$ cat config.mk
export PLATFORM = sky130hd
export DESIGN_NAME = mips_instr_mem
export DESIGN_NICKNAME = d
export VERILOG_FILES = /design/src/design/mips_pkg.sv /design/src/design/mips_instr_mem.sv
export SDC_FILE = /design/constraint.sdc
export NUM_CORES = 1
export LEC_CHECK = 0
export BUFFER_PORTS_ARGS = -buffer_cell sky130_fd_sc_hd__buf_2
export CORE_UTILIZATION = 40
export DETAILED_ROUTE_END_ITERATION = 10
export PLACE_DENSITY = 0.61
export SETUP_SLACK_MARGIN = 0.4
export SLEW_MARGIN = 0
export SYNTH_ARGS = -nofsm -noshare
export SYNTH_HDL_FRONTEND = slang
export SYNTH_SLANG_ARGS = --single-unit
$ cat constraint.sdc
create_clock -name mem_debug_clk_gate -period 4.41 [get_ports mem_debug_clk_gate]
set_clock_uncertainty 0.1 [all_clocks]
set_input_delay 0.882 -clock mem_debug_clk_gate [delete_from_list [all_inputs] [get_ports mem_debug_clk_gate]]
set_output_delay 0.882 -clock mem_debug_clk_gate [all_outputs]
set_load 0.03 [all_outputs]
$ cat src/design/mips_pkg.sv
package mips_pkg;

    localparam int DATA_W     = 32;
    localparam int REG_ADDR_W = 5;
    localparam int IMEM_DEPTH = 32;
    localparam int DMEM_DEPTH = 32;
    localparam int IMEM_AW    = $clog2(IMEM_DEPTH);  // Word index bits
    localparam int DMEM_AW    = $clog2(DMEM_DEPTH);
    localparam logic [DATA_W-1:0] RESET_PC = '0;

    typedef enum logic [3:0] {
        ALU_ADD, ALU_SUB, ALU_AND, ALU_OR, ALU_XOR, ALU_NOR, ALU_SLL,
        ALU_SRL, ALU_SLT, ALU_SLTU, ALU_EQ, ALU_NEQ, ALU_PASS_B
    } alu_op_e;

    typedef enum logic [5:0] {
        OP_RTYPE = 6'h00, OP_BEQ  = 6'h04, OP_BNE  = 6'h05, OP_ADDIU = 6'h09,
        OP_SLTI  = 6'h0a, OP_SLTIU = 6'h0b, OP_ANDI = 6'h0c, OP_ORI  = 6'h0d,
        OP_XORI  = 6'h0e, OP_LUI  = 6'h0f, OP_LB   = 6'h20, OP_LH    = 6'h21,
        OP_LW    = 6'h23, OP_LBU  = 6'h24, OP_LHU  = 6'h25, OP_SB    = 6'h28,
        OP_SH    = 6'h29, OP_SW   = 6'h2b
    } opcode_e;

    typedef enum logic [5:0] {
        FN_SLL = 6'h00, FN_SRL  = 6'h02, FN_JR  = 6'h08, FN_ADD = 6'h20,
        FN_ADDU = 6'h21, FN_SUB = 6'h22, FN_SUBU = 6'h23, FN_AND = 6'h24,
        FN_OR  = 6'h25, FN_XOR  = 6'h26, FN_NOR = 6'h27, FN_SLT = 6'h2a,
        FN_SLTU = 6'h2b
    } funct_e;

    typedef enum logic [1:0] {IMM_REG, IMM_SIGN, IMM_ZERO, IMM_UPPER} imm_ext_e;
    typedef enum logic [1:0] {MEM_NONE, MEM_BYTE, MEM_HALF, MEM_WORD} mem_size_e;
    typedef enum logic {WB_ALU, WB_LOAD} wb_sel_e;
    typedef enum logic [1:0] {DBG_NONE, DBG_IM, DBG_DM, DBG_MR} debug_target_e;

    typedef struct packed {
        opcode_e                opcode;
        logic [REG_ADDR_W-1:0]  rs;
        logic [REG_ADDR_W-1:0]  rt;
        logic [REG_ADDR_W-1:0]  rd;
        logic [4:0]             shamt;
        funct_e                 funct;
    } r_instr_t;

    typedef struct packed {
        opcode_e                opcode;
        logic [REG_ADDR_W-1:0]  rs;
        logic [REG_ADDR_W-1:0]  rt;
        logic [15:0]            imm16;
    } i_instr_t;

    // Same word, two field layouts
    typedef union packed {
        r_instr_t r;
        i_instr_t i;
    } mips_instr_u;

    typedef struct packed {
        logic       reg_we;
        alu_op_e    alu_op;
        imm_ext_e   imm_ext;
        logic       use_shamt;    // SLL/SRL take shamt
        logic       dst_is_rt;    // I-type writes rt
        mem_size_e  mem_size;
        logic       mem_load;
        logic       mem_store;
        logic       load_signed;
        logic       branch;
        logic       branch_ne;
        logic       jump_reg;
    } ctrl_t;

endpackage
$ cat src/design/mips_instr_mem.sv
`timescale 1ns/100ps

module mips_instr_mem import mips_pkg::*; (
    input  logic              mem_debug_clk_gate,
    input  logic [DATA_W-1:0] addr,
    input  logic              we,
    input  logic [DATA_W-1:0] wdata,
    output mips_instr_u       rdata
);

    logic [DATA_W-1:0]  mem [IMEM_DEPTH];
    logic [IMEM_AW-1:0] word_idx;

    assign word_idx = addr[IMEM_AW+1:2];

    // Only the back door loads programs
    always_ff @(posedge mem_debug_clk_gate) begin
        if (we) begin
            mem[word_idx] <= wdata;
        end
    end

    assign rdata = mem[word_idx];

endmodule

---- Word-level counts from Yosys, hierarchy flattened ----
Memory sizes are Yosys's and may differ from the RTL's.
Cells that the tools add are included.
word-level totals
  memories kept ........................... 1
  register bits after elaboration ......... 0
  bits of input ports ..................... 66
  RAM bits ................................ 1024
  output and inout port bits .............. 32
  word-level logic and storage cells ...... 3
memory list
  memory  words  bits a word  rd ports  clocked after memory_dff  wr ports  RTL line              text
  mem     32     32           1         0                         1         mips_instr_mem.sv:11  logic [DATA_W-1:0] mem [IMEM_DEPTH];
cells by class
  mux-type cells .......................... 2
operators with widths
  operator          count
  1-bit 2-to-1 mux  2

---- Logic depth before layout (Yosys ltp) ----
  depth after elaboration ................. 2
  mapped depth ............................ 8

---- Worst setup path after synthesis ----
Ideal clock, no wire load.
  path kind ............................... input to register
  start ................................... input port addr[3]
  end ..................................... memory mem[27][0] (enable)
  path buffers ............................ 4
  path slack .............................. -241 ps
  stages .................................. 6
  data arrival time ....................... 4090 ps
  required time ........................... 3849 ps
  cells stage by stage .................... clkbuf_1 -> buf_4 -> buf_2 -> buf_2 -> nand3_1 -> nor3_1
RTL lines
  what             RTL line              text
  start, declared  mips_instr_mem.sv:5   input logic [DATA_W-1:0] addr,
  end, declared    mips_instr_mem.sv:11
Straight into the memory's write port.

==> summary.md <==
| Metric | Value |
|---|---|
| Synth warn | `0` |
| Hold Crit Class | `input port to register` |
| Max Freq | `0.247 GHz` |
| Max Cap Viol | `0` |
| Count of different cell masters after synthesis | `22` |
| Die Width | `315 um` |
| Worst vdd ir | `0.000281 V` |
| Clk slew on worst S/H paths | `60 ps` |
| Hold Vio Cnt, Final | `0` |
| Fin Setup TNS | `0 ps` |
| Htree depth | `3` |
| Total gr overflow | `0` |
| Share of the synthesized area in the top cell type | `0.786` |
| Outcome | `completed` |
| Largest net degree at the start of global routing | `55` |
| Total clock sinks | `1,024` |
| Syn Nets | `2,141` |
| Max reg flops | `1,024` |
| Compound-gate portion of the synthesized area | `0.0410` |
| Die Y | `315 um` |
| Inserted Clock Buffers | `101` |
| CORE AREA | `0.0967 mm^2` |
| Reg area | `0.0307 mm^2` |
| DRC viols | `0` |
| Routed WL | `97,800 um` |
| Final worst path period share | `0.919` |
| Worst Hold Launch | `wdata[15]` |
| Cell taking the most area after synthesis | `edfxtp_1` |
| Mean Syn Cell Area | `18.8 um^2` |
| Most common cell after layout, fill and taps aside | `edfxtp_1` |
| Multi-input logic area | `0.00804 mm^2` |
| Filler cells | `8,038` |
| Largest family of logic cells by synthesized area | `multiplexers` |
| Vias in the first global route | `20,007` |
| Power Density | `444 mW/mm^2` |
| Slew Viols, Final | `0` |
| Leak | `15.8 nW` |
| Critical path peak fanout | `17` |
| Hold Path Sink | `mem[15][15]` |
| Reg with most FFs | `mem` |
| Register area share after synthesis | `0.786` |
| Share of layout cells above drive strength 1 | `0.176` |
| Drt via density | `5.60` |
| Initial antenna violation count | `3` |
| First-pass GRT wire length | `139,000 um` |
| Final setup viols | `0` |
| WS Path Type | `input port to primary output` |
| All-Layer GR Usage | `0.195` |
| Yosys reg bits | `1,024` |
| Rel. slew slack | `0.499` |
| Arr. time, crit path | `3070 ps` |
| Final #Nets | `2,333` |
| 1st-pass router iterations | `5` |
| WL/cell | `27.0 um` |
| Largest registers | `mem: 1024 flops` |
| RSZ-0062 raised after global routing | `yes` |
| Mux contribution to synthesized area | `0.131` |
| TritonCTS clock tree | `built` |
| # rows | `114` |
| Commonest cells after routing, fill and taps aside | `edfxtp_1, mux2i_1, o22ai_1, buf_4, clkbuf_16` |
| Adder-Cell Fraction of Synth Area | `0` |
| Synth-to-layout area growth | `16.5%` |
| Worst Setup Start Kind | `input port` |
| Die area | `0.0990 mm^2` |
| Via Count | `20,312` |
| Initial Util | `0.404` |
| Routed Antenna Nets | `0` |
| Clock tree buffer depth | `3` |
| Slew @ Worst Pin | `751 ps` |
| Dpl ws | `233 ps` |
| Fin crit period | `4050 ps` |
| Drt initial violations | `1,848` |
| Port-buffer cells | `70` |
| Root Driver | `clkbuf_16` |
| Simple-gate portion of the synthesized area | `0.0230` |
| GP Congestion | `0.772` |
| Post-DP HPWL | `55,000 um` |
| WP data required | `3430 ps` |
| Final worst slack | `356 ps` |
| Top Ports | `98` |
| Post-Synthesis Cells | `2,075` |
| Crit end category | `primary output` |
| XOR/XNOR Fraction of Synth Area | `0` |
| Hold path cells | `1` |
| Synth top area cells | `edfxtp_1, mux2i_1, o22ai_1` |
| Post-Synthesis Cell Area | `0.0391 mm^2` |
-- critical path: stages --
cell     delay (ps)
buf_2           380
or4b_2         1020
o22ai_1         240
nor4_1           80
nand2_1         190
buf_2           260
-- metal layers --
layer | part of all wire | vias to the layer above | GRT usage
met5 | 0 | - | 0
met4 | 0.023 | 0 | 0.0546
met3 | 0.055 | 155 | 0.0259
met2 | 0.49 | 655 | 0.325
met1 | 0.43 | 10620 | 0.267
li1 | - | 8882 | -
-- final cells by class --
class / instances / area share
Antenna cell: 1 / 0.0000549
Sequential cell: 1024 / 0.675
Multi-Input combinational cell: 926 / 0.176
Tap cell: 1276 / 0.0351
Clock inverter: 60 / 0.0122
Clock buffer: 126 / 0.0580
Timing Repair Buffer: 214 / 0.0432
-- timing repair --
item | in CTS | in global routing
endpoints found under the hold margin | 0 | 0
gates cloned | 0 | 1
resized for setup | 7 | 11
endpoints found under the setup margin | 12 | 12
hold buffers | 0 | 0
pin swaps | 0 | 1
setup buffers | 3 | 0
-- metrics by stage --
stage	util	cell area [um^2]	hold slack, ps	power [mW]	cells
5_1_grt	0.471	45500	600	20.8	3626
4_1_cts	0.470	45500	564	20.3	3625
2_1_floorplan	-	39100	881	11.6	2075
6_report	0.471	45500	587	20.2	3627
3_3_place_gp	0.436	42200	1250	12.1	3436
3_5_place_dp	0.436	42200	1270	12.1	3436
-- worst max path at each step --
stage            start    endpoint  slack [ps]  cells past startpoint
3_5_place_dp   addr[3]    rdata[9]         230                      8
3_3_place_gp   addr[4]    rdata[9]         270                      9
2_1_floorplan  addr[3]  mem[31][0]         610                      6
4_1_cts        addr[2]   rdata[17]         400                      7
5_1_grt        addr[4]   rdata[25]         300                      6
6_report       addr[4]   rdata[25]         360                      6
-- report_power, final --
part / switching (mW) / internal (mW) / total, mW
registers: 0.0260 / 10.8 / 10.9
logic: 0.695 / 0.351 / 1.05
clock network: 3.58 / 4.73 / 8.31
-- cells by family (layout without fill, tap and decap cells) --
group,after synthesis,in the layout
compound gates,256,256
buf+inv,126,400
flops,1024,1024
mux,512,512
other cells,0,1
simple gates,157,158
-- synthesized netlist by cell type --
master,count
nand2_1,34
or4b_4,3
buf_2,81
buf_6,19
buf_1,1
buf_4,2
o22ai_1,256
nor4_1,64
or3_1,1
nor2_1,29
or3b_2,3
or4_4,1
nand4bb_1,6
nand3_1,2
clkbuf_1,23
nand4b_1,4
edfxtp_1,1024
nor3_1,4
nand3b_1,4
nand4_1,1
mux2i_1,512
or4b_1,1
No activity file was read; power rests on OpenSTA's default activity.
