[config.mk]
export PLATFORM = sky130hd
export DESIGN_NAME = mips_reg_file
export DESIGN_NICKNAME = d
export VERILOG_FILES = /design/src/design/mips_pkg.sv /design/src/design/mips_reg_file.sv
export SDC_FILE = /design/constraint.sdc
export NUM_CORES = 2
export LEC_CHECK = 0
export CAP_MARGIN = 10
export CORE_AREA = 2 2 372 374
export DETAILED_ROUTE_END_ITERATION = 6
export DIE_AREA = 0 0 374 376
export DONT_BUFFER_PORTS = 1
export PLACE_DENSITY_LB_ADDON = 0.25
export SYNTH_ARGS = -nofsm -noshare
export SYNTH_HDL_FRONTEND = slang
export SYNTH_SLANG_ARGS = --single-unit
[constraint.sdc]
create_clock -name mem_debug_clk_gate -period 1.8 [get_ports mem_debug_clk_gate]
set_input_delay 0.09 -clock mem_debug_clk_gate [delete_from_list [all_inputs] [get_ports mem_debug_clk_gate]]
set_output_delay 0.09 -clock mem_debug_clk_gate [all_outputs]
set_load 0.05 [all_outputs]
[src/design/mips_pkg.sv]
package mips_pkg;

    localparam int DATA_W     = 32;
    localparam int REG_ADDR_W = 5;
    localparam int IMEM_DEPTH = 32;
    localparam int DMEM_DEPTH = 32;
    localparam int IMEM_AW    = $clog2(IMEM_DEPTH);  // Word index bits
    localparam int DMEM_AW    = $clog2(DMEM_DEPTH);
    localparam logic [DATA_W-1:0] RESET_PC = '0;

    typedef enum logic [3:0] {
        ALU_ADD, ALU_SUB, ALU_AND, ALU_OR, ALU_XOR, ALU_NOR, ALU_SLL,
        ALU_SRL, ALU_SLT, ALU_SLTU, ALU_EQ, ALU_NEQ, ALU_PASS_B
    } alu_op_e;

    typedef enum logic [5:0] {
        OP_RTYPE = 6'h00, OP_BEQ  = 6'h04, OP_BNE  = 6'h05, OP_ADDIU = 6'h09,
        OP_SLTI  = 6'h0a, OP_SLTIU = 6'h0b, OP_ANDI = 6'h0c, OP_ORI  = 6'h0d,
        OP_XORI  = 6'h0e, OP_LUI  = 6'h0f, OP_LB   = 6'h20, OP_LH    = 6'h21,
        OP_LW    = 6'h23, OP_LBU  = 6'h24, OP_LHU  = 6'h25, OP_SB    = 6'h28,
        OP_SH    = 6'h29, OP_SW   = 6'h2b
    } opcode_e;

    typedef enum logic [5:0] {
        FN_SLL = 6'h00, FN_SRL  = 6'h02, FN_JR  = 6'h08, FN_ADD = 6'h20,
        FN_ADDU = 6'h21, FN_SUB = 6'h22, FN_SUBU = 6'h23, FN_AND = 6'h24,
        FN_OR  = 6'h25, FN_XOR  = 6'h26, FN_NOR = 6'h27, FN_SLT = 6'h2a,
        FN_SLTU = 6'h2b
    } funct_e;

    typedef enum logic [1:0] {IMM_REG, IMM_SIGN, IMM_ZERO, IMM_UPPER} imm_ext_e;
    typedef enum logic [1:0] {MEM_NONE, MEM_BYTE, MEM_HALF, MEM_WORD} mem_size_e;
    typedef enum logic {WB_ALU, WB_LOAD} wb_sel_e;
    typedef enum logic [1:0] {DBG_NONE, DBG_IM, DBG_DM, DBG_MR} debug_target_e;

    typedef struct packed {
        opcode_e                opcode;
        logic [REG_ADDR_W-1:0]  rs;
        logic [REG_ADDR_W-1:0]  rt;
        logic [REG_ADDR_W-1:0]  rd;
        logic [4:0]             shamt;
        funct_e                 funct;
    } r_instr_t;

    typedef struct packed {
        opcode_e                opcode;
        logic [REG_ADDR_W-1:0]  rs;
        logic [REG_ADDR_W-1:0]  rt;
        logic [15:0]            imm16;
    } i_instr_t;

    // Same word, two field layouts
    typedef union packed {
        r_instr_t r;
        i_instr_t i;
    } mips_instr_u;

    typedef struct packed {
        logic       reg_we;
        alu_op_e    alu_op;
        imm_ext_e   imm_ext;
        logic       use_shamt;    // SLL/SRL take shamt
        logic       dst_is_rt;    // I-type writes rt
        mem_size_e  mem_size;
        logic       mem_load;
        logic       mem_store;
        logic       load_signed;
        logic       branch;
        logic       branch_ne;
        logic       jump_reg;
    } ctrl_t;

endpackage
[src/design/mips_reg_file.sv]
`timescale 1ns/100ps

module mips_reg_file import mips_pkg::*; (
    input  logic                  mem_debug_clk_gate,
    input  logic                  HW_RSTn,
    input  logic [REG_ADDR_W-1:0] rs_addr,
    input  logic [REG_ADDR_W-1:0] rt_addr,
    input  logic [REG_ADDR_W-1:0] wr_addr,
    input  logic [DATA_W-1:0]     wr_data,
    input  logic                  wr_en,
    output logic [DATA_W-1:0]     rs_data,
    output logic [DATA_W-1:0]     rt_data
);

    localparam int NUM_REGS = 2 ** REG_ADDR_W;

    logic [DATA_W-1:0] regs [NUM_REGS];

    always_ff @(posedge mem_debug_clk_gate or negedge HW_RSTn) begin
        if (!HW_RSTn) begin
            for (int i = 0; i < NUM_REGS; i++) begin
                regs[i] <= '0;
            end
        end else if (wr_en && wr_addr != '0) begin  // $zero never written
            regs[wr_addr] <= wr_data;
        end
    end

    assign rs_data = (rs_addr == '0) ? '0 : regs[rs_addr];
    assign rt_data = (rt_addr == '0) ? '0 : regs[rt_addr];

    a_wr_addr_known: assert property (@(posedge mem_debug_clk_gate) disable iff (!HW_RSTn)
        wr_en |-> !$isunknown(wr_addr));

endmodule

== Word-level counts from Yosys, hierarchy flattened ==
Cells that the tools add are included.
Storage, ports and cells
  bits in registers: 1024
  input port bits: 50
  logic and storage cells: 55
  output and inout port bits: 64
Operators by class
  bitwise operators: 3
  reductions and logical operators: 5
  order comparisons: 4
  multiplexer cells: 11
Operators by type and width (number)
  1024-bit bitwise mux: 1
  32-bit binary-select mux with 5-bit select: 2
  32-bit two-way mux: 7
  32-bit demux with 5-bit select: 1
  6-bit >= comparator, second input constant: 3
  5-bit NOT with 6-bit output: 3
  5-bit zero test: 2
  6-bit by 1-bit less-than comparator with 1-bit output, second input constant: 1
  5-bit nonzero test: 1
  1-bit logical AND: 2

== Depth between registers and ports, before layout ==
  word-level depth: 6
  depth in mapped cells: 7
  depth with buffers taken out: 4

== Least setup slack after synthesis ==
Ideal clock, no wire load.
  kind: input -> output
  start: input port rs_addr[0]
  end: output port rs_data[14]
  data required time: 1710 ps
  cell stages on the path: 7
  path buffers: 4
  arrival: 2452 ps
  setup slack: -742 ps
  path through: buf_2 > inv_1 > buf_2 > buf_2 > clkbuf_1 > o2111ai_1 > a311oi_1
Between the ends
  longest elaborated chain between the ends: 5
  elaborated cells between the ends (all ways): 6
  those cells by class: mux: 4; bitwise: 1; reduce/logical: 1
RTL lines
  from (decl): line mips_reg_file.sv:6  | input logic [REG_ADDR_W-1:0] rs_addr,
  5-bit NOT with 6-bit output (implied by the code): line mips_reg_file.sv:29  | assign rs_data = (rs_addr == '0) ? '0 : regs[rs_addr];
  32-bit binary-select mux with 5-bit select: line mips_reg_file.sv:29
  32-bit two-way mux (implied by the code) (2 in series): line mips_reg_file.sv:29
  32-bit two-way mux (*): line mips_reg_file.sv:29
  to (decl): line mips_reg_file.sv:11  | output logic [DATA_W-1:0] rs_data,
Mark *: on every way between the ends. The rest lies on a longest branch, timed or not. The select of a mux whose other input is x is not followed.

== Worst setup path after layout ==
  start: register regs[649] (netlist bit)
  end: output port rs_data[9]
Between the ends
  longest elaborated chain between the ends: 4
RTL lines
  from (decl): line mips_reg_file.sv:17  | logic [DATA_W-1:0] regs [NUM_REGS];
  from (signal, indexed assignment): line mips_reg_file.sv:25  | regs[wr_addr] <= wr_data;
  32-bit binary-select mux with 5-bit select: line mips_reg_file.sv:29
  32-bit two-way mux (implied by the code) (2 in series): line mips_reg_file.sv:29
  32-bit two-way mux: line mips_reg_file.sv:29
No other way between the ends. The select of a mux whose other input is x is not followed.

==> summary.txt <==
Outcome: finished with violations
Failing checks: negative hold slack, negative setup slack
Starting Density: 0.398
Sequential share of the synthesized area: 0.471
Final Cell Area: 0.0668 mm2
Crit path cell chain: mux4_2 -> nor2b_1 -> a211oi_2 -> buf_4 -> a311oi_4 -> buf_12
Regs by FF count: regs x1024
Netlist cell types: 35
Arrival @ worst endpoint: 2.44 ns
Total gr overflow: 0
Min Hold Slack: -0.950 ns
Most flops, register: regs
WS Path Type: reg -> out
Vias per cell: 6.24
Die Wd: 374 um
Vias in the first global route: 36,600
Yosys warning count: 0
Critical Path End Type: output pin
Synthesized cell area: 0.0544 mm2
Most frequent cells in the layout: dfrtp_1, mux2_2, mux4_2, buf_4, buf_12
Syn avg cell area: 15.0 um2
Startpoint type of the worst setup path: flip-flop
CTS buffer count: 111
CTS Buffer Depth: 3
Core box area: 0.137 mm2
Worst EP required: 1.71 ns
Slew @ Worst Pin: 1.34 ns
Maxcap violations: 0
Latest clock arrival within the worst-skew pair: 0.74 ns
Residual DRC: 0
Buf+Inv Stages, Crit Path: 2
Crit path time final: 2.53 ns
Die H: 376 um
Cell leakage power: 28.2 nW
Relative slew slack: 0.108
Largest net degree at the start of global routing: 1,025
Syn nets: 3,671
Gr usage total: 0.253
Routed WL per cell: 31.7 um
Register bit total from synthesis: 1,024
RSZ-0062 raised after global routing: true
Max stage delay on crit path: 0.48 ns
Clock H-tree levels: 3
DIE AREA: 0.141 mm2
Final worst slack: -0.728 ns
Worst Skew: 0 ns
First-pass GRT wire length: 263 mm
Min-delay worst type: in -> async
Final GP Congestion: 0.796
CP max-delay cell: mux4_2
Share of cells above drive strength 1: 0.623
PD cells: 1050 mW/mm2
Pins Over Slew Limit: 0
Clock Tree Root: clkbuf_16
CTS tree: built
I/O pin count: 114
Total power: 70.4 mW
Final layout net count: 3,801
Sink Count: 1,024
ANT nets after route: 0
Routed Wire Length: 179 mm
Number of flip-flops in the largest register: 1,024
Vias: 35,200
Clock-pin slew on the worst setup and hold paths: 0.06 ns
P&R area growth vs syn: 22.8%
DP Area: 0.0607 mm2
Cts hold-fix bufs: 55
Initial antenna violation count: 8
Final hold viol count: 358
Crit-path max FO: 3
Worst vdd ir: 824 uV
Synth Instances: 3,621
Port bufs: 0
Endpoints failing setup: 68
Initial DRC Count: 2,776
Detail Placement HPWL: 103 mm
Router iterations before antenna repair: 5
CP delay by family, top: multiplexers
Std cell rows: 136
Final worst path period share: 1.40
Most common cell after layout, fill and taps aside: dfrtp_1
Maximum clock frequency: 396 MHz
TNS Setup: -40.72 ns
[kinds of logic after synthesis]
| group | Yosys count | synth area share |
|---|---|---|
| AO/OA/AOI/OAI | 366 | 0.0484 |
| buffers and inverters | 434 | 0.0363 |
| flip-flops | 1024 | 0.471 |
| multiplexers | 1632 | 0.428 |
| AND/OR/NAND/NOR | 165 | 0.0161 |
[what timing repair did]
action,in CTS,in global routing
hold endpoints to repair,2016,274
resized for setup,303,93
pin swaps,99,51
gates cloned,0,3
setup buffers,2,3
endpoints found under the setup margin,64,474
[layer usage]
metal	GRT usage	vias to the layer above	routed length (um)
met4	0.0768	4	5220
met1	0.359	19300	77400
met3	0.0492	288	13100
met2	0.396	1200	83200
met5	0	-	27
li1	-	14400	-
[metrics by stage]
step / worst slack [ns] / util / hold WS, ns / std cells
6_report: -0.728 / 0.489 / -0.950 / 5640
5_1_grt: -0.798 / 0.489 / -0.979 / 5639
4_1_cts: -0.739 / 0.484 / -0.943 / 5627
3_5_place_dp: -0.145 / 0.444 / -0.145 / 5370
3_3_place_gp: -0.141 / 0.444 / -0.138 / 5370
2_1_floorplan: -0.0376 / - / -0.206 / 3621
[report_power, final]
part           switching, mW  total, mW  leakage, nW  internal (mW)
registers               3.07       30.5         13.1           27.4
logic                   6.49       16.8         13.2           10.3
clock network           9.95       23.2         1.83           13.2
[worst reg2reg max path: stages (launching register included)]
cell           delay, ns
dfrtp_1             0.39
mux2_1              0.28
dlygate4sd3_1       0.57
[synthesized netlist by cell type (all sizes together)]
cell / instances / share of area
mux2: 1056 / 0.22
dfrtp: 1024 / 0.47
mux4: 448 / 0.19
clkbuf: 225 / 0.016
buf: 207 / 0.021
mux2i: 128 / 0.024
o21ai: 110 / 0.010
nor2b: 71 / 0.0082
a211oi: 64 / 0.0088
a22oi: 64 / 0.0088
a311oi: 64 / 0.010
nand2: 49 / 0.0034
a221oi: 46 / 0.0074
nor2: 19 / 0.0013
o2111ai: 18 / 0.0029
nand2b: 5 / 0.00058
nand4b: 3 / 0.00048
nor3: 3 / 0.00028
or3: 3 / 0.00035
and2: 2 / 0.00023
inv: 2 / 0.00014
nor3b: 2 / 0.00028
or2: 2 / 0.00023
or4: 2 / 0.00028
and3: 1 / 0.00012
nand3: 1 / 0.000092
nand4: 1 / 0.00012
nor4: 1 / 0.00023
[area by class of cell]
cell class / instances / area [um2]
multi-input cells: 2163 / 29600
inverters: 2 / 12.5
fillers: 11500 / 69900
diodes: 3 / 7.51
repair buffers: 449 / 5620
clock buffers: 170 / 3360
clock inverters: 35 / 309
flip-flops and latches: 1024 / 25600
well taps: 1794 / 2240
[path summary, 6_finish.rpt]
kind / startpoint / endpoint / slack (ns) / depth (start not counted)
min in group mem_debug_clk_gate: wr_addr[3] / regs[475] / 0.05 / 4
min reg2reg: regs[1018] / regs[1018] / 0.39 / 0
max: regs[649] / rs_data[9] / -0.73 / 6
max reg2reg: regs[314] / regs[314] / 0.44 / 2
min: HW_RSTn / regs[954] / -0.95 / 0
max in group asynchronous: HW_RSTn / regs[5] / 0.30 / 3
Power figures use the tool's default switching activity.
