### src/design/mips_pkg.sv
package mips_pkg;

    localparam int DATA_W     = 32;
    localparam int REG_ADDR_W = 5;
    localparam int IMEM_DEPTH = 32;
    localparam int DMEM_DEPTH = 32;
    localparam int IMEM_AW    = $clog2(IMEM_DEPTH);  // Word index bits
    localparam int DMEM_AW    = $clog2(DMEM_DEPTH);
    localparam logic [DATA_W-1:0] RESET_PC = '0;

    typedef enum logic [3:0] {
        ALU_ADD, ALU_SUB, ALU_AND, ALU_OR, ALU_XOR, ALU_NOR, ALU_SLL,
        ALU_SRL, ALU_SLT, ALU_SLTU, ALU_EQ, ALU_NEQ, ALU_PASS_B
    } alu_op_e;

    typedef enum logic [5:0] {
        OP_RTYPE = 6'h00, OP_BEQ  = 6'h04, OP_BNE  = 6'h05, OP_ADDIU = 6'h09,
        OP_SLTI  = 6'h0a, OP_SLTIU = 6'h0b, OP_ANDI = 6'h0c, OP_ORI  = 6'h0d,
        OP_XORI  = 6'h0e, OP_LUI  = 6'h0f, OP_LB   = 6'h20, OP_LH    = 6'h21,
        OP_LW    = 6'h23, OP_LBU  = 6'h24, OP_LHU  = 6'h25, OP_SB    = 6'h28,
        OP_SH    = 6'h29, OP_SW   = 6'h2b
    } opcode_e;

    typedef enum logic [5:0] {
        FN_SLL = 6'h00, FN_SRL  = 6'h02, FN_JR  = 6'h08, FN_ADD = 6'h20,
        FN_ADDU = 6'h21, FN_SUB = 6'h22, FN_SUBU = 6'h23, FN_AND = 6'h24,
        FN_OR  = 6'h25, FN_XOR  = 6'h26, FN_NOR = 6'h27, FN_SLT = 6'h2a,
        FN_SLTU = 6'h2b
    } funct_e;

    typedef enum logic [1:0] {IMM_REG, IMM_SIGN, IMM_ZERO, IMM_UPPER} imm_ext_e;
    typedef enum logic [1:0] {MEM_NONE, MEM_BYTE, MEM_HALF, MEM_WORD} mem_size_e;
    typedef enum logic {WB_ALU, WB_LOAD} wb_sel_e;
    typedef enum logic [1:0] {DBG_NONE, DBG_IM, DBG_DM, DBG_MR} debug_target_e;

    typedef struct packed {
        opcode_e                opcode;
        logic [REG_ADDR_W-1:0]  rs;
        logic [REG_ADDR_W-1:0]  rt;
        logic [REG_ADDR_W-1:0]  rd;
        logic [4:0]             shamt;
        funct_e                 funct;
    } r_instr_t;

    typedef struct packed {
        opcode_e                opcode;
        logic [REG_ADDR_W-1:0]  rs;
        logic [REG_ADDR_W-1:0]  rt;
        logic [15:0]            imm16;
    } i_instr_t;

    // Same word, two field layouts
    typedef union packed {
        r_instr_t r;
        i_instr_t i;
    } mips_instr_u;

    typedef struct packed {
        logic       reg_we;
        alu_op_e    alu_op;
        imm_ext_e   imm_ext;
        logic       use_shamt;    // SLL/SRL take shamt
        logic       dst_is_rt;    // I-type writes rt
        mem_size_e  mem_size;
        logic       mem_load;
        logic       mem_store;
        logic       load_signed;
        logic       branch;
        logic       branch_ne;
        logic       jump_reg;
    } ctrl_t;

endpackage
### src/design/mips_pc_unit.sv
`timescale 1ns/100ps

module mips_pc_unit import mips_pkg::*; (
    input  logic              mem_debug_clk_gate,
    input  logic              HW_RSTn,
    input  logic              mem_debug,
    input  ctrl_t             ctrl,
    input  logic              cond,
    input  logic [15:0]       offset,
    input  logic [DATA_W-1:0] rs_data,
    output logic [DATA_W-1:0] pc
);

    logic              br_pend;  // Taken branch waiting for its delay slot
    logic [15:0]       br_off;
    logic [DATA_W-1:0] pc_next;

    always_comb begin
        if (br_pend) begin
            // pc here is the delay-slot instruction
            pc_next = pc + {{(DATA_W-18){br_off[15]}}, br_off, 2'b00};
        end else if (ctrl.jump_reg) begin
            pc_next = rs_data;
        end else begin
            pc_next = pc + DATA_W'(4);
        end
    end

    always_ff @(posedge mem_debug_clk_gate or negedge HW_RSTn) begin
        if (!HW_RSTn) begin
            pc      <= RESET_PC;
            br_pend <= 1'b0;
        end else if (mem_debug) begin
            pc      <= RESET_PC;  // Held while the back door is open
            br_pend <= 1'b0;
        end else begin
            pc      <= pc_next;
            br_pend <= ctrl.branch & cond;
        end
    end

    always_ff @(posedge mem_debug_clk_gate) begin
        if (!mem_debug && ctrl.branch) begin
            br_off <= offset;
        end
    end

    a_pc_aligned: assert property (@(posedge mem_debug_clk_gate) disable iff (!HW_RSTn)
        pc[1:0] == 2'b00);

endmodule

### config.mk
export PLATFORM = sky130hd
export DESIGN_NAME = mips_pc_unit
export DESIGN_NICKNAME = d
export VERILOG_FILES = /design/src/design/mips_pkg.sv /design/src/design/mips_pc_unit.sv
export SDC_FILE = /design/constraint.sdc
export NUM_CORES = 1
export LEC_CHECK = 0
export ABC_CLOCK_PERIOD_IN_PS = 2900
export BUFFER_PORTS_ARGS = -buffer_cell sky130_fd_sc_hd__buf_2
export CAP_MARGIN = 5
export CORE_ASPECT_RATIO = 0.6
export CORE_UTILIZATION = 55
export CTS_CLUSTER_DIAMETER = 50
export DETAILED_ROUTE_END_ITERATION = 7
export MAX_ROUTING_LAYER = met4
export PLACE_DENSITY = 0.81
export SYNTH_ARGS = -nofsm -noshare
export SYNTH_HDL_FRONTEND = slang
export SYNTH_SLANG_ARGS = --single-unit
export TNS_END_PERCENT = 100
### constraint.sdc
create_clock -name mem_debug_clk_gate -period 2.9 [get_ports mem_debug_clk_gate]
set_clock_uncertainty 0.2 [all_clocks]
set_input_delay 0.29 -clock mem_debug_clk_gate [delete_from_list [all_inputs] [get_ports mem_debug_clk_gate]]
set_output_delay 0.29 -clock mem_debug_clk_gate [all_outputs]
set_load 0.01 [all_outputs]
Word level (Yosys, flattened, before mapping)
Cells that the tools add are included.
- register bits after elaboration: 49
- input port bits: 69
- output and inout bits: 32
- logic and storage cells: 12
- add/subtract/negate cells: 2
- muxes and demuxes: 4
- bitwise logic cells: 1
- reduce and logical (&&, ||, !) cells: 2
- operator list (cell ; count):
    $mux 32 ; 3
    $add 32x3->32 const B ; 1
    $add 32x32->32 ; 1
    $and 1x1->1 ; 1
    $logic_and 1x1->1 ; 1
    $logic_not 1->1 ; 1
    $mux 1 ; 1

Longest topological paths before layout
- word-level depth: 4
- gate-level depth with buffers: 10
- depth with buffers taken out: 10

Least setup slack after synthesis
No wires, ideal clock.
- path type: register to register
- start: register pc[2]
- end: register pc[24]
- library setup time: 86 ps
- arrival: 2434 ps
- required time: 2614 ps
- slack: 180 ps
- stages on the path, launching flop included: 11
- path buffers: 0
- clock period less this slack: 2720 ps
- path through: dfrtp_1 ha_1 inv_1 fa_1 nand2b_1 a21oi_1 o21a_1 a31oi_4 o21ai_0 mux2_2 nor3_1
- longest elaborated chain between the ends: 4
- elaborated cells between the ends (all ways): 5
- those cells by class: 2 x add/sub; 3 x mux
- ends and longest elaborated chain (item ; line ; RTL):
    start, declared ; mips_pc_unit.sv:11 ; output logic [DATA_W-1:0] pc
    start signal, assigned ; mips_pc_unit.sv:37 ; pc <= pc_next;
    $add 32x3->32 ; mips_pc_unit.sv:25 ; pc_next = pc + DATA_W'(4);
    $mux 32 ; mips_pc_unit.sv:22 ; end else if (ctrl.jump_reg) begin
    $mux 32 * ; mips_pc_unit.sv:19 ; if (br_pend) begin
    $mux 32 * ; mips_pc_unit.sv:33 ; end else if (mem_debug) begin
Every way passes the cells marked *; elsewhere a longest branch is shown, timed or not.
A chain may end at the register's enable or synchronous reset.

Worst setup path in the final report
- start: register br_off[15]
- end: register pc[28]
- longest elaborated chain between the ends: 3
- ends and longest elaborated chain (item ; line ; RTL):
    start, declared ; mips_pc_unit.sv:15 ; logic [15:0] br_off;
    start signal, assigned ; mips_pc_unit.sv:44 ; br_off <= offset;
    $add 32x32->32 ; mips_pc_unit.sv:21 ; pc_next = pc + {{(DATA_W-18){br_off[15]}}, br_off, 2'b00};
    $mux 32 ; mips_pc_unit.sv:19 ;
    $mux 32 ; mips_pc_unit.sv:33 ;
No other way between the ends.

==> results.md <==
* Nets@finish at 757
* Final Hold Fails at 0
* Max clock buf depth at 2
* Status: complete, no violations
* Number of global-route vias before repair at 4,478
* DRC viols at 0
* Setup CP Type: reg -> reg
* Post-Layout Cell Count at 763
* Unrepaired setup endpoints after global routing: yes
* Routability cong. at 0.981
* HP Class: in -> reg
* Max_cap viols at 0
* Area Overhead vs Synth at 25.9%
* Post-synthesis cell area at 0.00442 mm²
* Synth Register Bits at 49
* Area of the multi-input gates at 0.00299 mm²
* CTS tree: yes
* Share of layout cells above drive strength 1 at 24.5%
* Relative slew slack at 42.6%
* CP required at 2.86 ns
* Area contributors post-synth: dfrtp_1 (19%), edfxtp_1 (11%), ha_1 (8.5%)
* Initial antenna violation count at 1
* Yosys top cell area share at 18.7%
* Final setup fails at 0
* Yosys cell types at 66
* Critical path data arrival time at 2.84 ns
* Total leakage power at 2.58 nW
* FFs w/ async S/R, synth at 67.3%
* Wire length of the first global-routing pass at 23,600 µm
* Hold slack at 0.00176 ns
* DR vias at 4,798
* WL per Instance at 19.6 µm
* Detailed Place HPWL at 11,100 µm
* Initial Utilization at 58.9%
* Sequential fraction of the synthesis area at 29.6%
* Largest area contributor in the netlist: dfrtp_1
* Vias/cell at 6.29
* # IOs at 101
* TNS Setup at 0 ns
* Reg clk slew, reported paths at 0.07 ns
* Layout fillers at 579
* Clock Latency Late Sink at 0.30 ns
* Die footprint at 0.00841 mm²
* Total track usage at 37.9%
* Overall Power at 2.33 mW
* CTS sink count at 49
* CTS Root Cell: clkbuf_16
* Number of synthesized flops with an enable pin at 16
* Worst vdd ir at 0.292 mV
* First-pass DRT Iterations at 5
* Pre-CTS setup slack at 0.0189 ns
* CP max FO at 10
* Mapped Nets at 629
* Port Buffers at 85
* Synth Warn # at 0
* Most common cell after layout, fill and taps aside: buf_2
* CTS Buf Count at 5
* Core area at 0.00751 mm²
* Max Freq at 0.347 GHz
* Pin count of the biggest net entering global routing at 34
* Period minus WS final at 2.88 ns
* Global route overflow at 0
* Die Y at 71.4 µm
* Site row count at 24
* Routed Antenna Nets at 0
* Synth Instances at 529
* WL final at 15,000 µm
* Crit start category: flop
* Final worst-path cycle share at 99.2%
* Power density cells at 419 mW/mm²
* Final Max Tran Viols at 0
* Syn_area_per_cell at 8.35 µm²
* Critical path capture point type: flop
* Htree depth at 2
* Placed Cells at 737
* PnR worst setup slack at 0.0220 ns
* Seq. cell area at 0.00131 mm²
* Iteration-0 DRC Markers at 709
* Most frequent cells in the layout: buf_2 (85), nor2_1 (51), nand2_1 (46)
* Slew of the pin with the lowest slew margin at 0.862 ns
* Die width at 118 µm
* Primary FF master, synth: dfrtp_1
==> through the flow <==
stage          util (%)  cell area, µm²
6_report           74.1            5560
5_1_grt            74.1            5560
4_1_cts            73.4            5510
3_5_place_dp       69.2            5190
3_3_place_gp       69.2            5190
2_1_floorplan         -            4420
==> flip-flops by register name, summed over array words and instances (netlist names) <==
| signal | cells |
|---|---|
| br_pend | 1 |
| br_off | 16 |
| pc | 32 |
==> logic make-up (layout without fill, tap and decap cells) <==
family / count (synthesis) / after routing / share of synthesized area (%)
other: 0 / 1 / 0
and+or+nand+nor: 200 / 200 / 22.8
adders and majority gates: 31 / 31 / 8.95
muxes: 15 / 15 / 3.43
buffers and inverters: 42 / 171 / 4.02
AOI/OAI and AO/OA: 151 / 151 / 23.2
xor gates and xnor gates: 41 / 41 / 8.13
DFF: 49 / 49 / 29.6
==> where the power goes <==
part           internal (mW)  leakage (nW)  switching, mW
registers              0.768         0.586         0.0465
logic                  0.383          1.93          0.532
clock network          0.322        0.0641          0.281
==> area by class of cell <==
type | count | area share (%)
multi-input combinational | 438 | 53.8
timing repair buffer | 147 | 16.8
antenna | 1 | 0.0450
inverter | 16 | 1.08
sequential | 49 | 23.5
clock inverter | 1 | 0.135
clock buffer | 7 | 2.38
tap | 104 | 2.34
==> repair_timing <==
action,in CTS,in global routing
gates resized for setup,1,9
pin swaps,0,1
endpoints found under the hold margin,49,0
setup buffers,0,0
hold buffers,17,0
setup endpoints to repair,1,10
==> synth_stat cells, types with 2 or more instances <==
library cell	count
a2111oi_0	3
a211oi_1	11
a21boi_0	2
a21o_1	10
a21oi_1	42
a221oi_1	2
a22oi_1	2
a41oi_1	2
and2_1	3
and3_1	11
and4_1	2
buf_1	2
buf_2	7
buf_4	3
clkbuf_1	14
dfrtp_1	33
edfxtp_1	16
ha_1	30
inv_1	16
mux2i_1	14
nand2_1	46
nand2b_1	10
nand3_1	27
nand4_1	10
nor2_1	51
nor2b_1	4
nor3_1	16
nor4_1	4
o211ai_1	4
o21a_1	5
o21ai_0	31
o21ai_1	3
o221ai_1	3
o22ai_1	10
o31ai_1	3
o41a_1	2
or2_2	3
or3_1	5
xnor2_1	21
xor2_1	20
==> routing by layer <==
layer	routed length [µm]	track usage [%]
met3	2030	8.44
met5	0	-
met4	119	7.98
met1	6750	55.9
met2	6080	52.2
==> worst max-delay path: stages (launching register included) <==
cell and delay (ns):
edfxtp_1 0.49, buf_4 0.24, ha_1 0.37, buf_4 0.19
a21o_1 0.19, nor4b_1 0.15, nor4_1 0.38, o41ai_2 0.16
buf_4 0.17, xnor2_1 0.13, o22ai_1 0.08
==> path summary, 6_finish.rpt <==
| check | startpoint | endpoint | slack, ns | cells after the start |
|---|---|---|---|---|
| max in group asynchronous | HW_RSTn | pc[9] | 1.52 | 2 |
| setup / recovery | br_off[15] | pc[28] | 0.02 | 10 |
| hold reg to reg | pc[1] | pc[1] | 0.33 | 2 |
| setup reg to reg | br_off[15] | pc[28] | 0.02 | 10 |
| min in group asynchronous | HW_RSTn | pc[30] | 0.43 | 2 |
| hold / removal | cond | br_pend | 0.002 | 2 |
No activity file was read; power rests on OpenSTA's default activity.
