==> src/design/mips_pkg.sv <==
package mips_pkg;

    localparam int DATA_W     = 32;
    localparam int REG_ADDR_W = 5;
    localparam int IMEM_DEPTH = 32;
    localparam int DMEM_DEPTH = 32;
    localparam int IMEM_AW    = $clog2(IMEM_DEPTH);  // Word index bits
    localparam int DMEM_AW    = $clog2(DMEM_DEPTH);
    localparam logic [DATA_W-1:0] RESET_PC = '0;

    typedef enum logic [3:0] {
        ALU_ADD, ALU_SUB, ALU_AND, ALU_OR, ALU_XOR, ALU_NOR, ALU_SLL,
        ALU_SRL, ALU_SLT, ALU_SLTU, ALU_EQ, ALU_NEQ, ALU_PASS_B
    } alu_op_e;

    typedef enum logic [5:0] {
        OP_RTYPE = 6'h00, OP_BEQ  = 6'h04, OP_BNE  = 6'h05, OP_ADDIU = 6'h09,
        OP_SLTI  = 6'h0a, OP_SLTIU = 6'h0b, OP_ANDI = 6'h0c, OP_ORI  = 6'h0d,
        OP_XORI  = 6'h0e, OP_LUI  = 6'h0f, OP_LB   = 6'h20, OP_LH    = 6'h21,
        OP_LW    = 6'h23, OP_LBU  = 6'h24, OP_LHU  = 6'h25, OP_SB    = 6'h28,
        OP_SH    = 6'h29, OP_SW   = 6'h2b
    } opcode_e;

    typedef enum logic [5:0] {
        FN_SLL = 6'h00, FN_SRL  = 6'h02, FN_JR  = 6'h08, FN_ADD = 6'h20,
        FN_ADDU = 6'h21, FN_SUB = 6'h22, FN_SUBU = 6'h23, FN_AND = 6'h24,
        FN_OR  = 6'h25, FN_XOR  = 6'h26, FN_NOR = 6'h27, FN_SLT = 6'h2a,
        FN_SLTU = 6'h2b
    } funct_e;

    typedef enum logic [1:0] {IMM_REG, IMM_SIGN, IMM_ZERO, IMM_UPPER} imm_ext_e;
    typedef enum logic [1:0] {MEM_NONE, MEM_BYTE, MEM_HALF, MEM_WORD} mem_size_e;
    typedef enum logic {WB_ALU, WB_LOAD} wb_sel_e;
    typedef enum logic [1:0] {DBG_NONE, DBG_IM, DBG_DM, DBG_MR} debug_target_e;

    typedef struct packed {
        opcode_e                opcode;
        logic [REG_ADDR_W-1:0]  rs;
        logic [REG_ADDR_W-1:0]  rt;
        logic [REG_ADDR_W-1:0]  rd;
        logic [4:0]             shamt;
        funct_e                 funct;
    } r_instr_t;

    typedef struct packed {
        opcode_e                opcode;
        logic [REG_ADDR_W-1:0]  rs;
        logic [REG_ADDR_W-1:0]  rt;
        logic [15:0]            imm16;
    } i_instr_t;

    // Same word, two field layouts
    typedef union packed {
        r_instr_t r;
        i_instr_t i;
    } mips_instr_u;

    typedef struct packed {
        logic       reg_we;
        alu_op_e    alu_op;
        imm_ext_e   imm_ext;
        logic       use_shamt;    // SLL/SRL take shamt
        logic       dst_is_rt;    // I-type writes rt
        mem_size_e  mem_size;
        logic       mem_load;
        logic       mem_store;
        logic       load_signed;
        logic       branch;
        logic       branch_ne;
        logic       jump_reg;
    } ctrl_t;

endpackage
==> src/design/mips_alu.sv <==
`timescale 1ns/100ps

module mips_alu import mips_pkg::*; (
    input  alu_op_e           op,
    input  logic [DATA_W-1:0] a,
    input  logic [DATA_W-1:0] b,
    output logic [DATA_W-1:0] result
);

    logic [4:0] sh_amt;

    assign sh_amt = b[4:0];

    always_comb begin
        case (op)
            ALU_ADD:    result = a + b;
            ALU_SUB:    result = a - b;
            ALU_AND:    result = a & b;
            ALU_OR:     result = a | b;
            ALU_XOR:    result = a ^ b;
            ALU_NOR:    result = ~(a | b);
            ALU_SLL:    result = a << sh_amt;
            ALU_SRL:    result = a >> sh_amt;  // Logical, zero fill
            ALU_SLT: begin
                result = {{(DATA_W-1){1'b0}}, $signed(a) < $signed(b)};
            end
            ALU_SLTU: begin
                result = {{(DATA_W-1){1'b0}}, a < b};
            end
            // Branch compare, only bit 0 matters to the PC
            ALU_EQ:     result = {{(DATA_W-1){1'b0}}, a == b};
            ALU_NEQ:    result = {{(DATA_W-1){1'b0}}, a != b};
            ALU_PASS_B: result = b;
            default:    result = '0;
        endcase
    end

endmodule

==> config.mk <==
export PLATFORM = sky130hd
export DESIGN_NAME = mips_alu
export DESIGN_NICKNAME = d
export VERILOG_FILES = /design/src/design/mips_pkg.sv /design/src/design/mips_alu.sv
export SDC_FILE = /design/constraint.sdc
export NUM_CORES = 1
export LEC_CHECK = 0
export ABC_AREA = 1
export BUFFER_PORTS_ARGS = -buffer_cell sky130_fd_sc_hd__buf_4
export CAP_MARGIN = 20
export CORE_MARGIN = 5
export CORE_UTILIZATION = 64
export DETAILED_ROUTE_END_ITERATION = 8
export PLACE_DENSITY = 0.83
export REMOVE_ABC_BUFFERS = 1
export SYNTH_ARGS = -nofsm -noshare
export SYNTH_HDL_FRONTEND = slang
export SYNTH_SLANG_ARGS = --single-unit
==> constraint.sdc <==
create_clock -name vclk -period 3
set_input_delay 0.3 -clock vclk [all_inputs]
set_output_delay 0.3 -clock vclk [all_outputs]
set_load 0.05 [all_outputs]
Word level (Yosys, flattened, before mapping)
Index checks and enable logic that the tools add are counted.
{ "classes": {"add_sub_neg": 2, "mul": 0, "n_div": 0, "magnitude_cmp": 2, "eq_ne": 14, "shifts": 2, "n_mux": 1, "bitwise": 4, "reduce_logical": 1} }
{ "ops": {"columns": ["op", "count"], "rows": [
  ["$pmux 32 s13", 1],
  ["$lt 32x32->1", 2],
  ["$add 32x32->32", 1],
  ["$and 32x32->32", 1],
  ["$eq 32x32->1", 1],
  ["$ne 32x32->1", 1],
  ["$not 32->32", 1],
  ["$or 32x32->32", 1],
  ["$shl 32x5->32", 1],
  ["$shr 32x5->32", 1],
  ["$sub 32x32->32", 1],
  ["$xor 32x32->32", 1],
  ["$eq 4x4->1 const B", 5],
  ["$eq 4x3->1 const B", 4],
  ["$eq 4x2->1 const B", 2],
  ["$eq 4x1->1 const B", 1],
  ["$logic_not 4->1", 1]
]} }
{ "totals": {"reg_bits": 0, "latch_bits": 0, "mem_bits_rw": 0, "romBits": 0, "input_bits": 68, "output_inout_bits": 32, "word_cells": 26, "mem_count": 0} }

Logic depth before layout (Yosys ltp)
Gate-level depths: netlist of the first run.
{ "depth": {"depth_word": 3, "ltp_mapped": 19, "mapped_depth_nobuf": 16} }

Worst setup path after synthesis of the first run
Ideal clock, no wire load.
{ "synth_path": {"kind": "input port to output port", "start": "input b[3]", "end": "output result[23]", "t_arrival_ps": 2604, "required_ps": 2700, "slack_ps": 96, "cell_stages": 18, "path_buffers": 4, "path_cell_list": "clkbuf_1 inv_2 buf_2 buf_1 ha_1 buf_2 nor2_1 nand2_1 inv_1 nand2_1 nand2_1 nand2_1 nand2_1 nand2_1 nand2_1 nand2_1 nand3_1 nand3_1"} }
{ "synth_between": {"elab_chain_len": 2, "word_cells_on_any_way": 5, "classes_between": "add/sub (2); shift (2); mux (1)"} }
{ "synth_rtl": {"columns": ["element", "line_no", "source"], "rows": [
  ["start, declared", "mips_alu.sv:6", "input logic [DATA_W-1:0] b,"],
  ["$sub 32x32->32, or another cell as far along", "mips_alu.sv:17", "ALU_SUB: result = a - b;"],
  ["$pmux 32 s13 (*)", "mips_alu.sv:15", "case (op)"],
  ["end, declared", "mips_alu.sv:7", "output logic [DATA_W-1:0] result"]
]} }
Every way passes the cells marked *; elsewhere a longest branch is shown, timed or not.

Worst setup path in the final report of the first run
{ "layout_path": {"start": "input a[25]", "end": "output result[0]"} }
{ "layout_between": {"elab_chain_len": 2, "word_cells_on_any_way": 7, "classes_between": "order compare (2); eq/ne (2); shift (2); mux (1)"} }
{ "layout_rtl": {"columns": ["element", "line_no", "source"], "rows": [
  ["start, declared", "mips_alu.sv:5", "input logic [DATA_W-1:0] a,"],
  ["$lt 32x32->1, or another cell as far along", "mips_alu.sv:28", "result = {{(DATA_W-1){1'b0}}, a < b};"],
  ["$pmux 32 s13 (*)", "mips_alu.sv:15", null]
]} }
Marked as above.

==> results of run 1 <==
==> per-layer routing <==
layer	vias to the layer above	track usage [%]	part of all wire [%]
met5	-	0	0
met1	6553	61.7	36
met2	1316	71.6	40
li1	6972	-	-
met4	0	29.2	8.4
met3	313	11.9	16
==> report_power, final <==
| part | leakage (uW) | switching, uW | internal, uW |
|---|---|---|---|
| Clock | 0 | 0 | 0 |
| Sequential | 0 | 0 | 0 |
| Combinational | 0.00651 | 1560 | 659 |
| Total | 0.00651 | 1560 | 659 |
==> final cells by class <==
type	instances	area, um2
Fill cell	1607	4530
Inverter	316	1190
Multi-Input combinational cell	1724	8590
Tap cell	216	270
Timing Repair Buffer	156	1200
==> cell usage in the layout, fill, tap and decap left out, drive strengths merged, types with 2 or more instances in the layout <==
master	n
or2	3
nand3b	3
and3	4
o22ai	18
nor2	216
and2	14
o21bai	7
inv	316
nor4	4
o211ai	24
a211oi	5
fa	2
o21a	11
nand3	415
buf	156
nand2	716
xor2	2
nand4	25
o21ai	59
nor3	24
ha	100
a21oi	60
o2111ai	3
o221ai	3
nor3b	2
==> kinds of logic after synthesis <==
group,count (synthesis),share of synthesized area [%]
muxes,1,0.0977
xor gates and xnor gates,3,0.256
adders and majority gates,102,12.6
buffers and inverters,414,16.3
AOI/OAI and AO/OA,192,11.1
and+or+nand+nor,1426,59.6
==> stage by stage <==
step           util (%)  instances
3_3_place_gp       71.2       2412
2_1_floorplan         -       2040
5_1_grt            71.3       2412
4_1_cts            71.2       2412
3_5_place_dp       71.2       2412
6_report           71.3       2412
==> worst paths after layout <==
| path | from | endpoint | slack (ps) | depth (start not counted) |
|---|---|---|---|---|
| worst min-delay path | b[4] | result[4] | 1270 | 5 |
| worst max-delay path | a[25] | result[0] | 120 | 14 |
==> repair_timing <==
item                       4_1_cts  5_1_grt
hold buffers                     0        0
resized for setup                0        3
setup endpoints to repair        0        3
==> impl_metrics.csv, run 1 <==
group,metric,value,unit
outcome,status,"finished, final reports clean",
die,die_h,137,um
route,routed_wirelength,46600,um
pwr,powerDensity,197,nW/um2
timing,rsz0062_at_grt,"no",
yosys,synthCells,2138,
job,drv_cap,0,
global_routing,grt_max_degree,69,
timing,fin_crit_sh,96.0,%
setup_path,critPathKind,"input pin to primary output",
yosys,seq_area_frac_synth,0,%
timing,relSlewSlack,51.6,%
setup_path,worstPathCellList,"buf_4 -> inv_1 -> ha_1 -> nor2_1 -> nand2_1 -> nor2_1 -> nand2_1 -> nor2_1 -> nor2_1 -> nor2_1 -> nand3_1 -> nor2_1 -> nand2_1 -> buf_4",
timing,final.min_clock_period,2880,ps
yosys,synth_top_area_share,26.0,%
die,dieArea,18600,um2
die,ios,100,
placement,post-place-ws,248,ps
yosys,synth_cell_types,42,
yosys,yosysTopAreaCell,"nand2_1",
timing,hold_viol,0,
timing,setup_ws,120,ps
timing,whs,1270,ps
setup_path,critPathSlowestCell,"ha_1",
cts,postCtsSetupRepairBufs,0,
setup_path,critical_path_buf_inv_count,3,
route,routedWlPerCell,19.3,um
global_routing,grt_pass1_vias,13223,
global_routing,grt_pass1_wl,69800,um
timing,drv_slew,0,
finish,seq_cell_count,0,
placement,hpwl,38000,um
global_routing,grt-ovfl-total,0,
placement,io_buffer_count,100,
yosys,syn_area_per_cell,4.79,um2
finish,regArea,0,um2
setup_path,path_max_fanout,10,
setup_path,worst_path_largest_cell_delay,500,ps
yosys,synthTopCellsByArea,"nand2_1, nand3_1, ha_1",
finish,antenna-diode-count,0,
route,vias,15154,
yosys,yosysWarnings,0,
finish,fin_area,11200,um2
finish,final_net_count,2368,
die,die_w,137,um
global_routing,antenna_found_initial,0,
setup_path,cpMostUsedCell,"nor2_1",
route,drc,0,
route,vias_per_cell,6.28,
route,antenna_left,0,
setup_path,start_kind,"input pin",
die,start_util,65.0,%
die,std_cell_rows,46,
setup_path,critPathTopFamily,"simple AND/OR/NAND/NOR gates",
setup_path,required,2700,ps
timing,fmax,347,MHz
yosys,yosysMostFrequentCell,"nand2_1",
placement,routabilityCongestion,1.16,
route,dr.pass1.iters,7,
finish,n_clock_buffer,0,
finish,area_growth,9.68,%
timing,finalSetupTns,0,ps
worst_hold_path,worst_hold_path_type,"input pin to primary output",
setup_path,cp.arrival,2580,ps
pwr,cellLeakagePower,0.00651,uW
setup_path,cp-end-kind,"primary output",
finish,layout-drive-gt1-share,8.74,%
die,coreArea,15800,um2
yosys,synthTopCellsByCount,"nand2_1, nand3_1, inv_1",
timing,setup_viol,0,
global_routing,grtUsageTotal,47.9,%
yosys,syn_area,10200,um2
route,drt_iter0_markers,2685,
timing,worstMarginPinSlew,726,ps
pwr,peakVddDrop,0.117,mV
placement,dpl_cell_area,11200,um2
pwr,finalPower,2210,uW
Power figures use the tool's default switching activity.
==> run 2, diff against run 1 <==
--- a/config.mk
+++ b/config.mk
@@ -9,9 +9,9 @@
 export BUFFER_PORTS_ARGS = -buffer_cell sky130_fd_sc_hd__buf_4
 export CAP_MARGIN = 20
 export CORE_MARGIN = 5
-export CORE_UTILIZATION = 64
+export CORE_UTILIZATION = 58
 export DETAILED_ROUTE_END_ITERATION = 8
-export PLACE_DENSITY = 0.83
+export PLACE_DENSITY = 0.8
 export REMOVE_ABC_BUFFERS = 1
 export SYNTH_ARGS = -nofsm -noshare
 export SYNTH_HDL_FRONTEND = slang
==> constraint.sdc (replaced) <==
create_clock -name vclk -period 2.5
set_input_delay 0.25 -clock vclk [all_inputs]
set_output_delay 0.25 -clock vclk [all_outputs]
set_load 0.05 [all_outputs]
==> run 2 against run 1 <==
Compared with the run above: count of clock-buffer cells in the layout unchanged; first-iteration DRC count increased by 1.9%; cell area increased by 15%; worst hold slack got worse by 160 ps; worst setup slack got worse by 190 ps; highest routed layer is now met5; global-route usage decreased by 0.13 points; die area increased by 9.6%; the run now ends with negative setup slack left; cell count increased by 6.2%; flip-flop and latch count unchanged.
==> impl_metrics.csv, run 2 (same netlist as run 1, synthesis figures left out) <==
group,metric,value,unit
finish,final_common_cell,"nand2_1",
job,drv_cap,0,
setup_path,start_kind,"input pin",
timing,relSlewSlack,64.1,%
worst_hold_path,worst_hold_path_type,"input pin to primary output",
timing,hold_viol,0,
pwr,p_switching,2060,uW
worst_hold_path,min_path_cells,5,
die,std_cell_rows,48,
outcome,violations,"negative setup slack",
pwr,p_sw_share,65.4,%
global_routing,grt-ovfl-total,0,
global_routing,grt_pass1_wl,76400,um
setup_path,required,2250,ps
pwr,cellInternalPower,1090,uW
setup_path,cp-end-kind,"primary output",
pwr,power_frac_seq,0,%
route,dr.pass1.iters,7,
global_routing,antenna_found_initial,4,
pwr,clockPowerShare,0,%
pwr,share_comb_of_total_power,100.0,%
die,die_w,143,um
timing,rsz0062_at_grt,"yes",
setup_path,cp.arrival,2320,ps
placement,dp.cells,2554,
timing,worstMarginPinSlew,539,ps
finish,fin_area,13000,um2
route,vias,16004,
route,vias_per_cell,6.25,
finish,area_growth,26.4,%
route,routedWlPerCell,20.5,um
finish,regArea,0,um2
outcome,status,"complete, but fails checks",
finish,final_net_count,2505,
die,dieArea,20400,um2
finish,layout-drive-gt1-share,19.3,%
finish,final_cell_mix,"nand2_1, nand3_1, inv_1",
global_routing,grt_pass1_vias,14161,
pwr,cellLeakagePower,0.00727,uW
finish,seq_cell_count,0,
timing,fin_crit_sh,103,%
timing,setup_viol,5,
die,start_util,59.3,%
placement,io_buffer_count,100,
setup_path,critPathKind,"input pin to primary output",
route,drc,0,
timing,drv_slew,0,
finish,n_clock_buffer,0,
finish,final_util,74.9,%
timing,fmax,389,MHz
die,ios,100,
pwr,finalPower,3140,uW
route,routed_wirelength,52400,um
placement,post-place-ws,-226,ps
die,coreArea,17300,um2
timing,final.min_clock_period,2570,ps
placement,routabilityCongestion,1.15,
pwr,peakVddDrop,0.168,mV
pwr,powerDensity,243,nW/um2
placement,hpwl,41800,um
global_routing,grt_max_degree,69,
setup_path,path_max_fanout,18,
global_routing,grtUsageTotal,47.8,%
finish,final_cells,2561,
route,antenna_left,0,
cts,holdBufCountCts,0,
placement,dpl_cell_area,12300,um2
timing,setup_ws,-73.8,ps
die,die_h,143,um
route,drt_iter0_markers,2737,
[run 2: cell types whose count changed in the layout (fill, tap and decap cells not counted), sizes merged]
cell,previous run,this run
inv,316,314
diode,0,3
clkinvlp,0,2
buf,156,293
[run 2: critical path, stage by stage]
cell and delay, ps:
buf_4 160, buf_4 190, buf_4 240, nand2_1 120, nand3_1 130, nand2_1 80
nand2_1 90, nand3_1 220, o21ai_1 230, inv_1 60, nand2_1 70, nor2_1 40
buf_4 150, nand3_1 80, buf_4 190
[run 2: layer usage]
layer	track usage, %	up-vias	routed length (um)
met4	23.6	2	3760
met3	10.0	325	8390
li1	-	7246	-
met1	63.9	6962	18900
met5	0	-	13
met2	72.7	1469	21300
[run 2: power groups by stage]
stage	logic [uW]	registers, uW	clock network [uW]
2_1_floorplan	1620	0	0
3_3_place_gp	2750	0	0
3_5_place_dp	2790	0	0
4_1_cts	2830	0	0
5_1_grt	3320	0	0
6_report	3140	0	0.0000464
[run 2: worst paths after layout]
check  from    endpoint  slack, ps
max    b[0]  result[21]        -70
min    b[4]   result[4]       1100
[run 2: area by class of cell]
type                            count  area [um2]
Inverter                          316        1190
Multi-Input combinational cell   1724        9110
Fill cell                        1581        4340
Antenna cell                        3        7.51
Timing Repair Buffer              293        2370
Tap cell                          225         282
[run 2: timing repair]
| action | in CTS | in global routing |
|---|---|---|
| buffers inserted | 0 | 4 |
| resized for setup | 33 | 129 |
| endpoints found under the setup margin | 11 | 30 |
| pin swaps | 2 | 17 |
[run 2: metrics by stage]
step	TNS, ps	hold slack (ps)
after floorplan	-9990	945
after global placement	-251	1080
after detailed placement	-438	1090
after CTS	-3.34	1090
after global routing	-490	1140
final	-211	1100
